[src/hdl/rv_cfg.svh]
// datapath and instruction widths

`ifndef RV_CFG_SVH
`define RV_CFG_SVH

// data and address width of the pipeline
`define RV_XLEN 64

// instruction word width
`define RV_ILEN 32

`endif

[src/hdl/rv_isa_pkg.sv]
// RISC-V instruction set encodings

package rv_isa_pkg;

   // opcode[6:0] values, see the RISC-V greensheet
   typedef enum logic [6:0] {
      OP_ALU_R     = 7'b0110011,
      OP_ALU_I     = 7'b0010011,
      OP_BRANCH_EQ = 7'b1100011,
      OP_JUMP      = 7'b1101111,
      OP_LOAD      = 7'b0000011,
      OP_STORE     = 7'b0100011
   } opcode_e;

   // ALUOp handed to the ALU control in EX
   typedef enum logic [1:0] {
      ALU_ADD    = 2'b00,
      ALU_SUB    = 2'b01,
      ALU_R_TYPE = 2'b10
   } alu_op_e;

   // register-register layout
   typedef struct packed {
      logic [6:0] funct7;
      logic [4:0] rs2;
      logic [4:0] rs1;
      logic [2:0] funct3;
      logic [4:0] rd;
      opcode_e    opcode;
   } r_fmt_t;

   // store layout, immediate split around the register fields
   // the B format shares the same bit positions
   typedef struct packed {
      logic [6:0] imm_hi;
      logic [4:0] rs2;
      logic [4:0] rs1;
      logic [2:0] funct3;
      logic [4:0] imm_lo;
      opcode_e    opcode;
   } s_fmt_t;

   // one instruction word, two ways to slice it
   typedef union packed {
      r_fmt_t r;
      s_fmt_t s;
   } instr_u;

endpackage

[src/hdl/rv_ctrl_pkg.sv]
// datapath control bundle

package rv_ctrl_pkg;

   import rv_isa_pkg::*;

   // control signals carried from ID into EX
   typedef struct packed {
      alu_op_e alu_op;
      logic    alu_src;
      logic    mem_read;
      logic    mem_write;
      logic    mem_2_reg;
      logic    reg_write;
      logic    branch;
      logic    jump;
   } ctrl_t;

   // bubble: nothing written, no memory access
   localparam ctrl_t CTRL_NOP = '{
      alu_op:    ALU_ADD,
      alu_src:   1'b0,
      mem_read:  1'b0,
      mem_write: 1'b0,
      mem_2_reg: 1'b0,
      reg_write: 1'b0,
      branch:    1'b0,
      jump:      1'b0
   };

endpackage

[src/hdl/decode_if.sv]
// decode results between ID blocks

`timescale 1ns/1ps

`include "rv_cfg.svh"

interface decode_if
   import rv_ctrl_pkg::*;
();

   // from the control decoder
   ctrl_t                ctrl;
   logic                 flush;

   // from the immediate generator
   logic [`RV_XLEN-1:0]  imm;

   // register fields straight from the word
   logic [4:0]           rs1;
   logic [4:0]           rs2;
   logic [4:0]           rd;
   logic [2:0]           funct3;
   logic [6:0]           funct7;

   modport ctrl_src (
      output ctrl,
      output flush
   );

   modport imm_src (
      output imm
   );

   modport sink (
      input ctrl, flush, imm,
      input rs1, rs2, rd, funct3, funct7
   );

endinterface

[src/hdl/control_unit.sv]
// main control decoder

`timescale 1ns/1ps

`include "rv_cfg.svh"

module control_unit
   import rv_isa_pkg::*;
   import rv_ctrl_pkg::*;
(
   input  opcode_e             opcode,
   input  logic [`RV_XLEN-1:0] predicted_pc,
   input  logic                branch_taken,
   decode_if.ctrl_src          dec
);

   ctrl_t ctrl;
   logic  flush;

   // control table as in Figure 4.18, one opcode per arm
   always_comb begin
      ctrl  = CTRL_NOP;
      flush = 1'b0;
      case (opcode)
         OP_ALU_R: begin
            ctrl.alu_op    = ALU_R_TYPE;
            ctrl.reg_write = 1'b1;
         end

         OP_ALU_I: begin
            ctrl.alu_op    = ALU_ADD;
            ctrl.alu_src   = 1'b1;
            ctrl.reg_write = 1'b1;
         end

         OP_BRANCH_EQ: begin
            // subtract to compare rs1 and rs2
            ctrl.alu_op = ALU_SUB;
            ctrl.branch = 1'b1;
            // taken branch kills the slot behind it
            flush       = branch_taken;
         end

         OP_JUMP: begin
            // ALU unused by jal, leave it on add
            ctrl.alu_op = ALU_ADD;
            ctrl.jump   = 1'b1;
            // zero prediction means fetch went on sequentially
            flush       = ~|predicted_pc;
         end

         OP_LOAD: begin
            ctrl.alu_op    = ALU_ADD;
            ctrl.alu_src   = 1'b1;
            ctrl.mem_read  = 1'b1;
            ctrl.mem_2_reg = 1'b1;
            ctrl.reg_write = 1'b1;
         end

         OP_STORE: begin
            // address is rs1 plus offset
            ctrl.alu_op    = ALU_ADD;
            ctrl.alu_src   = 1'b1;
            ctrl.mem_write = 1'b1;
         end

         default: begin
            // unsupported opcode, inert except for ALUOp
            ctrl.alu_op = ALU_R_TYPE;
         end
      endcase
   end

   assign dec.ctrl  = ctrl;
   assign dec.flush = flush;

endmodule

[src/hdl/decode_stage.sv]
// instruction decode stage top

`timescale 1ns/1ps

`include "rv_cfg.svh"

module decode_stage
   import rv_isa_pkg::*;
   import rv_ctrl_pkg::*;
(
   input  logic                clk,
   input  logic                rst_n,
   input  logic                id_valid,
   input  logic [`RV_ILEN-1:0] id_instr,
   input  logic [`RV_XLEN-1:0] predicted_pc,
   input  logic                branch_taken,
   output logic                ex_valid,
   output logic [1:0]          ex_alu_op,
   output logic                ex_alu_src,
   output logic                ex_mem_read,
   output logic                ex_mem_write,
   output logic                ex_mem_2_reg,
   output logic                ex_reg_write,
   output logic                ex_branch,
   output logic                ex_jump,
   output logic                ex_flush,
   output logic [`RV_XLEN-1:0] ex_imm,
   output logic [4:0]          ex_rs1,
   output logic [4:0]          ex_rs2,
   output logic [4:0]          ex_rd,
   output logic [2:0]          ex_funct3,
   output logic [6:0]          ex_funct7
);

   instr_u instr;
   ctrl_t  ex_ctrl;

   decode_if dec_if ();

   assign instr = id_instr;

   // register fields sit at fixed positions, R view covers them
   assign dec_if.rs1    = instr.r.rs1;
   assign dec_if.rs2    = instr.r.rs2;
   assign dec_if.rd     = instr.r.rd;
   assign dec_if.funct3 = instr.r.funct3;
   assign dec_if.funct7 = instr.r.funct7;

   control_unit control_unit_inst (
      .opcode       (instr.r.opcode),
      .predicted_pc (predicted_pc),
      .branch_taken (branch_taken),
      .dec          (dec_if.ctrl_src)
   );

   imm_gen imm_gen_inst (
      .instr (instr),
      .dec   (dec_if.imm_src)
   );

   id_ex_reg id_ex_reg_inst (
      .clk       (clk),
      .rst_n     (rst_n),
      .valid     (id_valid),
      .dec       (dec_if.sink),
      .ex_valid  (ex_valid),
      .ex_ctrl   (ex_ctrl),
      .ex_flush  (ex_flush),
      .ex_imm    (ex_imm),
      .ex_rs1    (ex_rs1),
      .ex_rs2    (ex_rs2),
      .ex_rd     (ex_rd),
      .ex_funct3 (ex_funct3),
      .ex_funct7 (ex_funct7)
   );

   // flatten the control bundle
   assign ex_alu_op    = ex_ctrl.alu_op;
   assign ex_alu_src   = ex_ctrl.alu_src;
   assign ex_mem_read  = ex_ctrl.mem_read;
   assign ex_mem_write = ex_ctrl.mem_write;
   assign ex_mem_2_reg = ex_ctrl.mem_2_reg;
   assign ex_reg_write = ex_ctrl.reg_write;
   assign ex_branch    = ex_ctrl.branch;
   assign ex_jump      = ex_ctrl.jump;

endmodule

[src/hdl/id_ex_reg.sv]
// ID/EX pipeline register

`timescale 1ns/1ps

`include "rv_cfg.svh"

module id_ex_reg
   import rv_ctrl_pkg::*;
(
   input  logic                clk,
   input  logic                rst_n,
   input  logic                valid,
   decode_if.sink              dec,
   output logic                ex_valid,
   output ctrl_t               ex_ctrl,
   output logic                ex_flush,
   output logic [`RV_XLEN-1:0] ex_imm,
   output logic [4:0]          ex_rs1,
   output logic [4:0]          ex_rs2,
   output logic [4:0]          ex_rd,
   output logic [2:0]          ex_funct3,
   output logic [6:0]          ex_funct7
);

   logic take;
   logic flush_q;

   // a latched flush request squashes whatever comes next,
   // so the request flop is the squash flag as well
   assign take = valid & ~flush_q;

   // control side
   always_ff @(posedge clk) begin
      if (!rst_n) begin
         ex_valid <= 1'b0;
         ex_ctrl  <= CTRL_NOP;
         flush_q  <= 1'b0;
      end else begin
         ex_valid <= take;
         ex_ctrl  <= take ? dec.ctrl : CTRL_NOP;
         // bubbles never request a flush, which also clears the squash
         flush_q  <= take & dec.flush;
      end
   end

   assign ex_flush = flush_q;

   // payload side, qualified by ex_valid downstream
   always_ff @(posedge clk) begin
      ex_imm    <= dec.imm;
      ex_rs1    <= dec.rs1;
      ex_rs2    <= dec.rs2;
      ex_rd     <= dec.rd;
      ex_funct3 <= dec.funct3;
      ex_funct7 <= dec.funct7;
   end

endmodule

[src/hdl/imm_gen.sv]
// immediate extraction and sign extension

`timescale 1ns/1ps

`include "rv_cfg.svh"

module imm_gen
   import rv_isa_pkg::*;
(
   input  instr_u     instr,
   decode_if.imm_src  dec
);

   logic                sign;
   logic [`RV_XLEN-1:0] imm;

   // every format keeps its sign in bit 31
   assign sign = instr.r.funct7[6];

   always_comb begin
      case (instr.r.opcode)
         OP_ALU_I, OP_LOAD: begin
            // I format, bits 31:20
            imm = {{(`RV_XLEN-12){sign}}, instr.r.funct7, instr.r.rs2};
         end

         OP_STORE: begin
            imm = {{(`RV_XLEN-12){sign}}, instr.s.imm_hi, instr.s.imm_lo};
         end

         OP_BRANCH_EQ: begin
            // B format, bit 7 moves up to imm[11]
            imm = {{(`RV_XLEN-13){sign}},
                   instr.s.imm_hi[6],
                   instr.s.imm_lo[0],
                   instr.s.imm_hi[5:0],
                   instr.s.imm_lo[4:1],
                   1'b0};
         end

         OP_JUMP: begin
            // J format: rs1 and funct3 hold imm[19:12], rs2[0] is imm[11]
            imm = {{(`RV_XLEN-21){sign}},
                   instr.r.funct7[6],
                   instr.r.rs1,
                   instr.r.funct3,
                   instr.r.rs2[0],
                   instr.r.funct7[5:0],
                   instr.r.rs2[4:1],
                   1'b0};
         end

         default: begin
            // R-type and unknown words carry no immediate
            imm = '0;
         end
      endcase
   end

   assign dec.imm = imm;

endmodule

[config.mk]
export PLATFORM = sky130hd
export DESIGN_NAME = decode_stage
export DESIGN_NICKNAME = d
export VERILOG_FILES = /design/src/hdl/rv_isa_pkg.sv /design/src/hdl/rv_ctrl_pkg.sv /design/src/hdl/decode_if.sv /design/src/hdl/control_unit.sv /design/src/hdl/decode_stage.sv /design/src/hdl/id_ex_reg.sv /design/src/hdl/imm_gen.sv
export VERILOG_INCLUDE_DIRS = /design/src /design/src/hdl
export SDC_FILE = /design/constraint.sdc
export NUM_CORES = 1
export LEC_CHECK = 0
export BUFFER_PORTS_ARGS = -buffer_cell sky130_fd_sc_hd__buf_2
export CAP_MARGIN = 15
export CORE_AREA = 2 2 78 80
export DETAILED_ROUTE_END_ITERATION = 12
export DIE_AREA = 0 0 80 82
export HOLD_SLACK_MARGIN = 0.12
export PLACE_DENSITY_LB_ADDON = 0.2
export SLEW_MARGIN = 20
export SYNTH_ARGS = -nofsm -noshare
export SYNTH_HDL_FRONTEND = slang
export SYNTH_SLANG_ARGS = --single-unit
[constraint.sdc]
create_clock -name clk -period 1.9 [get_ports clk]
set_clock_uncertainty 0.05 [all_clocks]
set_input_delay 0.095 -clock clk [delete_from_list [all_inputs] [get_ports clk]]
set_output_delay 0.095 -clock clk [all_outputs]
set_load 0.02 [all_outputs]
-- Word level (Yosys, flattened, before mapping)
Index checks and enable logic that the tools add are counted.
- bitwise logic cells: 3
- muxes and demuxes: 9
- equal/unequal tests: 6
- reduce and logical (&&, ||, !) cells: 7
- operators with widths (cell ; number):
    64-bit case mux with 4 select lines ; 1
    64-bit OR reduction ; 1
    7-bit by 6-bit equality test with 1-bit output (second input constant) ; 2
    7-bit equality test (second input constant) ; 2
    7-bit by 2-bit equality test with 1-bit output (second input constant) ; 1
    7-bit by 5-bit equality test with 1-bit output (second input constant) ; 1
    1-bit two-way mux ; 6
    3-bit OR reduction ; 2
    2-bit case mux with 2 select lines ; 1
    4-bit OR reduction ; 1
    1-bit AND ; 2
    1-bit case mux with 2 select lines ; 1
    2-bit AND reduction ; 1
    2-bit OR reduction ; 1
    1-bit logical NOT ; 1
    1-bit inverter ; 1
- logic and storage cells: 40
- register bits after elaboration: 99
- output and inout bits: 100
- bits of input ports: 100

-- Logic depth before layout (Yosys ltp)
Gate-level depths: netlist of the first run.
- depth after elaboration: 4
- mapped depth: 6
- gate-level depth less buffers: 4

-- Modules after synthesis
From an unflattened synthesis of the first run, not the netlist that was laid out.
- cell total of the unflattened synthesis: 247
- area, all modules: 3105.5 µm²
- by module, submodules not included (module ; sequential area each (µm²) ; area an instance (µm²) ; cells each ; instances):
    id_ex_reg ; 2001.9 ; 2137.0 ; 114 ; 1
    imm_gen ; 0.0 ; 714.4 ; 97 ; 1
    control_unit ; 0.0 ; 254.0 ; 36 ; 1

-- Least setup slack after synthesis of the first run
OpenSTA, ideal clock, no wires.
- path type: reg-to-output
- start: register, netlist name id_ex_reg_inst.ex_imm[62]
- end: output port ex_imm[21]
- data arrival time: 1.387 ns
- required time: 1.755 ns
- path buffers: 1
- setup slack: 0.368 ns
- stages on the path, launching flop included: 2
- cells stage by stage: dfxtp_1 > buf_4
- RTL lines (what ; RTL line ; text):
    end, declared ; decode_stage.sv:27 ; output logic [`RV_XLEN-1:0] ex_imm,

-- Worst setup path after layout of the first run
- start: input port id_instr[2]
- end: register id_ex_reg_inst.ex_imm[16]
- word-level cells in the longest chain between the ends: 3
- elaborated cells between the ends (all ways): 7
- those cells by class: eq/ne: 5; mux: 1; reduce/logical: 1
- ends and longest elaborated chain (what ; RTL line ; text):
    start, declared ; decode_stage.sv:14 ; input logic [`RV_ILEN-1:0] id_instr,
    7-bit by 5-bit equality test with 1-bit output or 7-bit by 2-bit equality test with 1-bit output (tied branches) ; imm_gen.sv:21 ; case (instr.r.opcode)
    2-bit OR reduction ; imm_gen.sv:21 ;
    64-bit case mux with 4 select lines * ; imm_gen.sv:21 ;
    via dec_if.imm[16] ; decode_if.sv:16 ; logic [`RV_XLEN-1:0] imm;
    end signal, assigned ; id_ex_reg.sv:50 ; ex_imm <= dec.imm;
    end, declared ; id_ex_reg.sv:17 ; output logic [`RV_XLEN-1:0] ex_imm,
The timed path passes the listed nets; every way through them passes the cells marked *.
A chain may end at the register's enable or synchronous reset.

==> key figures, run 1 <==
Place
  • HPWL after DPL: 4400 um
  • RD Place Congestion: 0.824
  • I/O Buffers: 199
  • Dpl ws: 0.626 ns

STA
  • Setup TNS: 0 ns
  • Setup WS post-layout: 0.405 ns
  • Rel. slew slack: 0.776
  • Slew Limit Fails: 0
  • Tmin final: 1.49 ns
  • Final setup fails: 0
  • Crit share post-route: 0.787
  • RSZ-0062 raised after global routing: false
  • Worst Hold Margin: 0.145 ns
  • Highest clock rate: 669 MHz
  • Final hold violation count: 0
  • Worst-margin pin slew: 0.336 ns

Finish
  • Final #Nets: 472
  • Storage element area: 0.00112 mm2
  • Layout cell share with drive strength beyond 1: 0.582
  • Multi-input logic area: 524 um2
  • Area growth syn-to-layout: 57.8%
  • Inserted Diodes: 0
  • Number of fill cells: 530

Synth
  • Seq/Total Area, Yosys: 0.559
  • Synth cell types: 31
  • Synthesized flop and latch total: 56
  • Synth Cell Area: 0.00201 mm2
  • Synth top cells by count: 56 x dfxtp_1, 45 x buf_4, 17 x nor4_1
  • Mean post-synth cell area: 11.1 um2
  • Post-Syn Nets: 280
  • Mapped Cells: 180
  • Cell taking the most area after synthesis: dfxtp_1
  • Count leader, synth: dfxtp_1
  • Synth warn: 0
  • Synth Flop Type: dfxtp_1
  • Top cells by area, synth: dfxtp_1 56%, buf_4 17%, nor4_1 5.3%, a21o_1 3.0%, and2_1 2.5%
  • Share of the synthesized area in the top cell type: 0.559
  • Post-synth ARST share: 0
  • Post-synth EDFFs: 0

Worst setup path
  • Slowest cell on crit path: dlygate4sd3_1
  • Worst path buffer plus inverter count: 2
  • FF-to-FF setup slack: 0.76 ns
  • Worst reg2reg startpoint: id_ex_reg_inst.ex_flush
  • Worst EP arrival: 1.69 ns
  • Startpoint type of the worst setup path: input port
  • Cell family with most CP delay: buffers and inverters
  • Largest stage delay, worst path: 0.53 ns
  • WP data required: 2.09 ns
  • Critical-path maximum fanout: 8
  • Reg2reg path depth: 3
  • Worst R2R End: id_ex_reg_inst.ex_flush
  • CP endpoint kind: register
  • Crit Path Class: in -> reg
  • Critical path, cell by cell: dlygate4sd3_1, buf_2, nand4bb_4, a21oi_1, and3_1, a21o_1

CTS
  • CTS tree: built
  • Clock Latency Late Sink: 0.29 ns
  • Clk buf depth: 2
  • Worst-path clk slew: 0.09 ns
  • H-tree depth: 2
  • Root buf cell: clkbuf_8
  • Total CTS buffers: 5
  • Clock sink count: 56

Routing
  • Vias per cell: 4.33
  • First drt pass iteration count: 4
  • DR WL/cell: 12.2 um
  • Via count: 1,941
  • Antenna-violating nets left: 0
  • Post-Route WL: 5450 um
  • Initial DRC count: 33
  • DRC: 0

Status
  • Status: completed

Hold path
  • Hold depth: 2
  • Hold Path Origin: rst_n
  • Hold Path Sink: id_ex_reg_inst.ex_valid
  • Worst hold path type: in -> reg

Global route
  • First-pass GRT wire length: 8090 um
  • GR Overflow Total: 0
  • Number of global-route vias before repair: 1,799
  • Largest net degree at the start of global routing: 45
  • Initial antenna violation count: 0
  • Overall Global Routing Usage: 0.161

Die
  • Core area: 0.00575 mm2
  • Die H: 82 um
  • Initial core utilization: 0.349
  • Die Area: 0.00656 mm2
  • Io pins: 200
  • Row count: 28
  • Die width: 80 um

Run
  • Total of max-cap violations: 0

Power
  • Peak VDD IR: 0.348 mV
  • Leak: 1.78 nW
  • Pwr per Cell Area: 686 mW/mm2
[worst max path at each step]
stage / startpoint / endpoint / slack, ns / cells past startpoint
after global placement: predicted_pc[22] / id_ex_reg_inst.ex_flush / 0.64 / 5
final: id_instr[2] / id_ex_reg_inst.ex_imm[16] / 0.41 / 6
after floorplan: id_ex_reg_inst.ex_imm[62] / ex_imm[21] / 0.37 / 1
after detailed placement: predicted_pc[11] / id_ex_reg_inst.ex_flush / 0.63 / 5
after global routing: id_instr[2] / id_ex_reg_inst.ex_imm[15] / 0.29 / 6
after CTS: id_instr[2] / id_ex_reg_inst.ex_imm[16] / 0.42 / 6
[area by class of cell]
type | count | area share
repair buffers | 233 | 0.421
flip-flops and latches | 56 | 0.354
multi-input cells | 75 | 0.166
well taps | 75 | 0.0296
clock buffers | 5 | 0.0217
clock inverters | 3 | 0.00672
inverters | 1 | 0.00119
[layout by cell type (no fill, tap or decap)]
| cell | instances |
|---|---|
| a21o_1 | 8 |
| a21oi_1 | 3 |
| a21oi_2 | 1 |
| a21oi_4 | 1 |
| a22o_1 | 5 |
| a32o_1 | 1 |
| and2_1 | 8 |
| and2b_4 | 1 |
| and3_1 | 3 |
| and3_4 | 1 |
| and3b_1 | 1 |
| buf_2 | 199 |
| buf_4 | 1 |
| clkbuf_8 | 5 |
| clkinv_2 | 1 |
| clkinvlp_4 | 1 |
| dfxtp_1 | 56 |
| dlygate4sd3_1 | 33 |
| inv_1 | 1 |
| inv_6 | 1 |
| nand2_1 | 3 |
| nand2_4 | 1 |
| nand2b_1 | 2 |
| nand3_1 | 1 |
| nand4_1 | 4 |
| nand4bb_4 | 1 |
| nor2_1 | 5 |
| nor2_2 | 1 |
| nor2_4 | 1 |
| nor2b_1 | 2 |
| nor3_1 | 2 |
| nor4_1 | 17 |
| o21ai_0 | 1 |
| o21ai_2 | 1 |
[registers in the layout (all words and copies together) (netlist names)]
register	cells
id_ex_reg_inst.ex_valid	1
id_ex_reg_inst.ex_imm	21
id_ex_reg_inst.ex_rs1	5
id_ex_reg_inst.ex_flush	1
id_ex_reg_inst.ex_funct3	3
id_ex_reg_inst.ex_rs2	5
id_ex_reg_inst.ex_ctrl	8
id_ex_reg_inst.ex_funct7	7
id_ex_reg_inst.ex_rd	5
[power by group]
group,switching [W],internal [W]
Combinational,0.000157,0.000168
Clock,0.000368,0.000262
Sequential,0.00000748,0.00121
Total,0.000533,0.00164
[through the flow]
| stage | instance area [um2] | utilization | instances | power [W] |
|---|---|---|---|---|
| finish | 3170 | 0.551 | 448 | 0.00217 |
| global route | 3170 | 0.551 | 448 | 0.00229 |
| CTS | 3170 | 0.551 | 448 | 0.00221 |
| detailed placement | 2750 | 0.478 | 407 | 0.00152 |
| global placement | 2750 | 0.478 | 407 | 0.00152 |
| floorplan | 2010 | - | 180 | 0.00137 |
[worst reg2reg max path: cells and delay by family (launching register included)]
family             cells  cell delay [ns]
AOI/OAI and AO/OA      1             0.20
DFF                    1             0.33
and+or+nand+nor        2             0.47
[cell families (layout without fill, tap and decap cells)]
| logic type | count (synthesis) | after routing | share of synthesized area |
|---|---|---|---|
| AOI/OAI and AO/OA | 21 | 21 | 0.0835 |
| DFF | 56 | 56 | 0.559 |
| buffers and inverters | 49 | 242 | 0.180 |
| and+or+nand+nor | 54 | 54 | 0.178 |
[per-layer routing]
| metal | vias up | track usage | part of all wire |
|---|---|---|---|
| met4 | 0 | 0.0644 | 0.024 |
| met2 | 127 | 0.312 | 0.54 |
| met3 | 13 | 0.0429 | 0.092 |
| met1 | 844 | 0.163 | 0.34 |
| li1 | 957 | - | - |
| met5 | - | 0 | 0 |
[what timing repair did]
item | 4_1_cts | 5_1_grt
buffers inserted | 0 | 0
gates resized for setup | 0 | 0
hold buffers | 33 | 0
hold endpoints to repair | 52 | 0
Note: power is estimated with default switching activity, not from simulation.
==> run 2: changes to the inputs <==
--- a/config.mk
+++ b/config.mk
@@ -6,11 +6,11 @@
 export SDC_FILE = /design/constraint.sdc
 export NUM_CORES = 1
 export LEC_CHECK = 0
+export ABC_AREA = 1
 export BUFFER_PORTS_ARGS = -buffer_cell sky130_fd_sc_hd__buf_2
 export CAP_MARGIN = 15
-export CORE_AREA = 2 2 78 80
+export CORE_UTILIZATION = 33
 export DETAILED_ROUTE_END_ITERATION = 12
-export DIE_AREA = 0 0 80 82
 export HOLD_SLACK_MARGIN = 0.12
 export PLACE_DENSITY_LB_ADDON = 0.2
 export SLEW_MARGIN = 20
==> constraint.sdc (replaced) <==
create_clock -name clk -period 1.3 [get_ports clk]
set_clock_uncertainty 0.05 [all_clocks]
set_input_delay 0.065 -clock clk [delete_from_list [all_inputs] [get_ports clk]]
set_output_delay 0.065 -clock clk [all_outputs]
set_load 0.02 [all_outputs]
==> run 2 against run 1 <==
Compared with the run above:
- register-to-register slack lost 0.50 ns
- power grew 49%
- hold slack got worse by 0.057 ns
==> key figures, run 2 <==
CTS
  • Clock sink count: 56
  • Worst-path clk slew: 0.10 ns
  • Root buf cell: clkbuf_8
  • H-tree depth: 2
  • Clk buf depth: 2
  • Clock Latency Late Sink: 0.30 ns
  • Total CTS buffers: 5
  • CTS tree: built
  • CTS Hold Bufs: 33

Power
  • Pwr per Cell Area: 962 mW/mm2
  • Peak VDD IR: 0.484 mV
  • Design Power: 0.00324 W
  • Leak: 1.97 nW

Synth
  • Synth top cells by count: 56 x dfxtp_1, 47 x nand2_1, 46 x nor2_1
  • Cell taking the most area after synthesis: dfxtp_1
  • Post-Syn Nets: 347
  • Share of the synthesized area in the top cell type: 0.529
  • Mapped Cells: 247
  • Synth cell types: 20
  • Top cells by area, synth: dfxtp_1 53%, buf_4 16%, nand2_1 8.3%, nor2_1 8.2%, nand3_1 4.7%
  • Synth Flop Type: dfxtp_1
  • Seq/Total Area, Yosys: 0.529
  • Synth warn: 0
  • Mean post-synth cell area: 8.58 um2
  • Post-synth ARST share: 0
  • Synthesized flop and latch total: 56
  • Count leader, synth: dfxtp_1
  • Synth Cell Area: 0.00212 mm2
  • Post-synth EDFFs: 0

STA
  • Final setup fails: 0
  • Crit share post-route: 0.958
  • Rel. slew slack: 0.833
  • Slew Limit Fails: 0
  • Final hold violation count: 0
  • Worst Hold Margin: 0.0880 ns
  • Worst-margin pin slew: 0.249 ns
  • Highest clock rate: 803 MHz
  • Tmin final: 1.25 ns
  • Setup WS post-layout: 0.0545 ns

Die
  • Die Area: 0.00674 mm2
  • Die width: 82.1 um
  • Row count: 28
  • Initial core utilization: 0.350
  • Die H: 82.1 um
  • Io pins: 200
  • Core area: 0.00606 mm2

Worst setup path
  • Worst reg2reg startpoint: id_ex_reg_inst.ex_flush
  • Worst path buffer plus inverter count: 3
  • WP data required: 1.50 ns
  • Critical-path maximum fanout: 9
  • Worst R2R End: id_ex_reg_inst.ex_ctrl[2]
  • Crit Path Class: in -> reg
  • Slowest cell on crit path: dlygate4sd3_1
  • Cell family with most CP delay: buffers and inverters
  • CP endpoint kind: register
  • Critical path, cell by cell: dlygate4sd3_1, buf_2, nor2_4, inv_2, nor2_4, nand2_2, nand2_2, nand2_4, nand3_1
  • FF-to-FF setup slack: 0.26 ns
  • Reg2reg path depth: 4
  • Largest stage delay, worst path: 0.54 ns
  • Worst EP arrival: 1.45 ns
  • Startpoint type of the worst setup path: input port

Global route
  • Overall Global Routing Usage: 0.163
  • Initial antenna violation count: 0
  • Largest net degree at the start of global routing: 45
  • GR Overflow Total: 0
  • First-pass GRT wire length: 8290 um
  • Number of global-route vias before repair: 1,870

Place
  • RD Place Congestion: 0.804
  • Dpl ws: 0.0755 ns
  • HPWL after DPL: 4410 um
  • I/O Buffers: 199

Routing
  • DRC: 0
  • Post-Route WL: 5850 um
  • Initial DRC count: 38
  • Vias per cell: 4.20
  • First drt pass iteration count: 4
  • Via count: 2,203
  • DR WL/cell: 11.2 um
  • Antenna-violating nets left: 0

Finish
  • Final #Nets: 548
  • Number of fill cells: 561
  • Number of flip-flops in the largest register: 21
  • Most flops, register: id_ex_reg_inst.ex_imm
  • Highest-count cells in the layout ignoring fill and taps: 199 x buf_2, 55 x dfxtp_1, 46 x nor2_1
  • Biggest regs: id_ex_reg_inst.ex_imm x21, id_ex_reg_inst.ex_ctrl x8, id_ex_reg_inst.ex_funct7 x7
  • Area growth syn-to-layout: 59.2%
  • Inserted Diodes: 0
  • Commonest non-fill, non-tap cell in the layout: buf_2
  • Layout cell share with drive strength beyond 1: 0.517

Hold path
  • Worst hold path type: in -> reg
  • Hold Path Origin: id_instr[3]
  • Hold Path Sink: id_ex_reg_inst.ex_ctrl[1]
  • Hold depth: 4

Run
  • Total of max-cap violations: 0

Status
  • Status: completed
## run 2: cell types whose count changed after synthesis, moves of 3 or more
cell | before | now
nand2_1 | 3 | 47
nor2_1 | 5 | 46
nand3_1 | 1 | 20
nor4_1 | 17 | 1
inv_1 | 1 | 12
a21o_1 | 8 | 0
and2_1 | 8 | 0
a22o_1 | 5 | 0
and3_1 | 3 | 0
inv_2 | 0 | 3
nand2_2 | 0 | 3
nand4_1 | 4 | 1
## run 2: final cells by class
| class | count | area, um2 | area share |
|---|---|---|---|
| inverter | 15 | 56.3 | 0.0167 |
| tap | 75 | 93.8 | 0.0278 |
| multi-input combinational | 132 | 628 | 0.186 |
| clock buffer | 5 | 68.8 | 0.0204 |
| sequential | 56 | 1120 | 0.334 |
| timing repair buffer | 238 | 1380 | 0.409 |
| clock inverter | 3 | 21.3 | 0.00631 |
## run 2: per-layer routing
layer | up-vias | global-route usage | wire [um]
li1 | 1122 | - | -
met1 | 949 | 0.171 | 2110
met2 | 126 | 0.322 | 3270
met3 | 6 | 0.0275 | 401
met4 | 0 | 0.0544 | 63
met5 | - | 0 | 0
## run 2: per-stage QoR
step	std cells	area [um2]	setup TNS, ns	util
finish	524	3370	0	0.556
global placement	481	2910	0	0.480
global route	524	3370	-0.00306	0.556
detailed placement	481	2910	0	0.480
CTS	522	3330	0	0.550
floorplan	247	2120	0	-
## run 2: tightest hold or removal path, stage by stage
cell,delay [ns]
buf_2,0.10
nor3_2,0.06
nand2_2,0.11
nor3_1,0.06
## run 2: report_power, final
group	leakage [nW]	switching [W]	internal, W	total [W]
Combinational	1.46	0.000255	0.000251	0.000506
Clock	0.0445	0.000573	0.000384	0.000956
Sequential	0.462	0.0000136	0.00177	0.00178
Total	1.97	0.000841	0.00240	0.00324
## run 2: repair_timing
action / in CTS / in global routing
gates resized for setup: 1 / 6
setup buffers: 0 / 2
endpoints found under the hold margin: 54 / 2
setup endpoints to repair: 44 / 54
gates cloned: 0 / 0
## run 2: cell families after synthesis
kind of cell	count (synthesis)	synth area share
buffers and inverters	59	0.183
flip-flops	56	0.529
AND/OR/NAND/NOR	130	0.284
AO/OA/AOI/OAI	2	0.00472
## run 2: worst max path at each step
stage                                    from                        end  slack, ns  cells after the start
global route        id_ex_reg_inst.ex_imm[62]                 ex_imm[55]     -0.001                      2
CTS                               id_instr[4]  id_ex_reg_inst.ex_imm[14]       0.01                      9
detailed placement                id_instr[0]  id_ex_reg_inst.ex_imm[14]       0.08                      7
global placement                  id_instr[1]  id_ex_reg_inst.ex_imm[17]       0.12                      7
floorplan             id_ex_reg_inst.ex_flush    id_ex_reg_inst.ex_flush       0.20                      5
finish                            id_instr[4]  id_ex_reg_inst.ex_imm[14]       0.05                      9
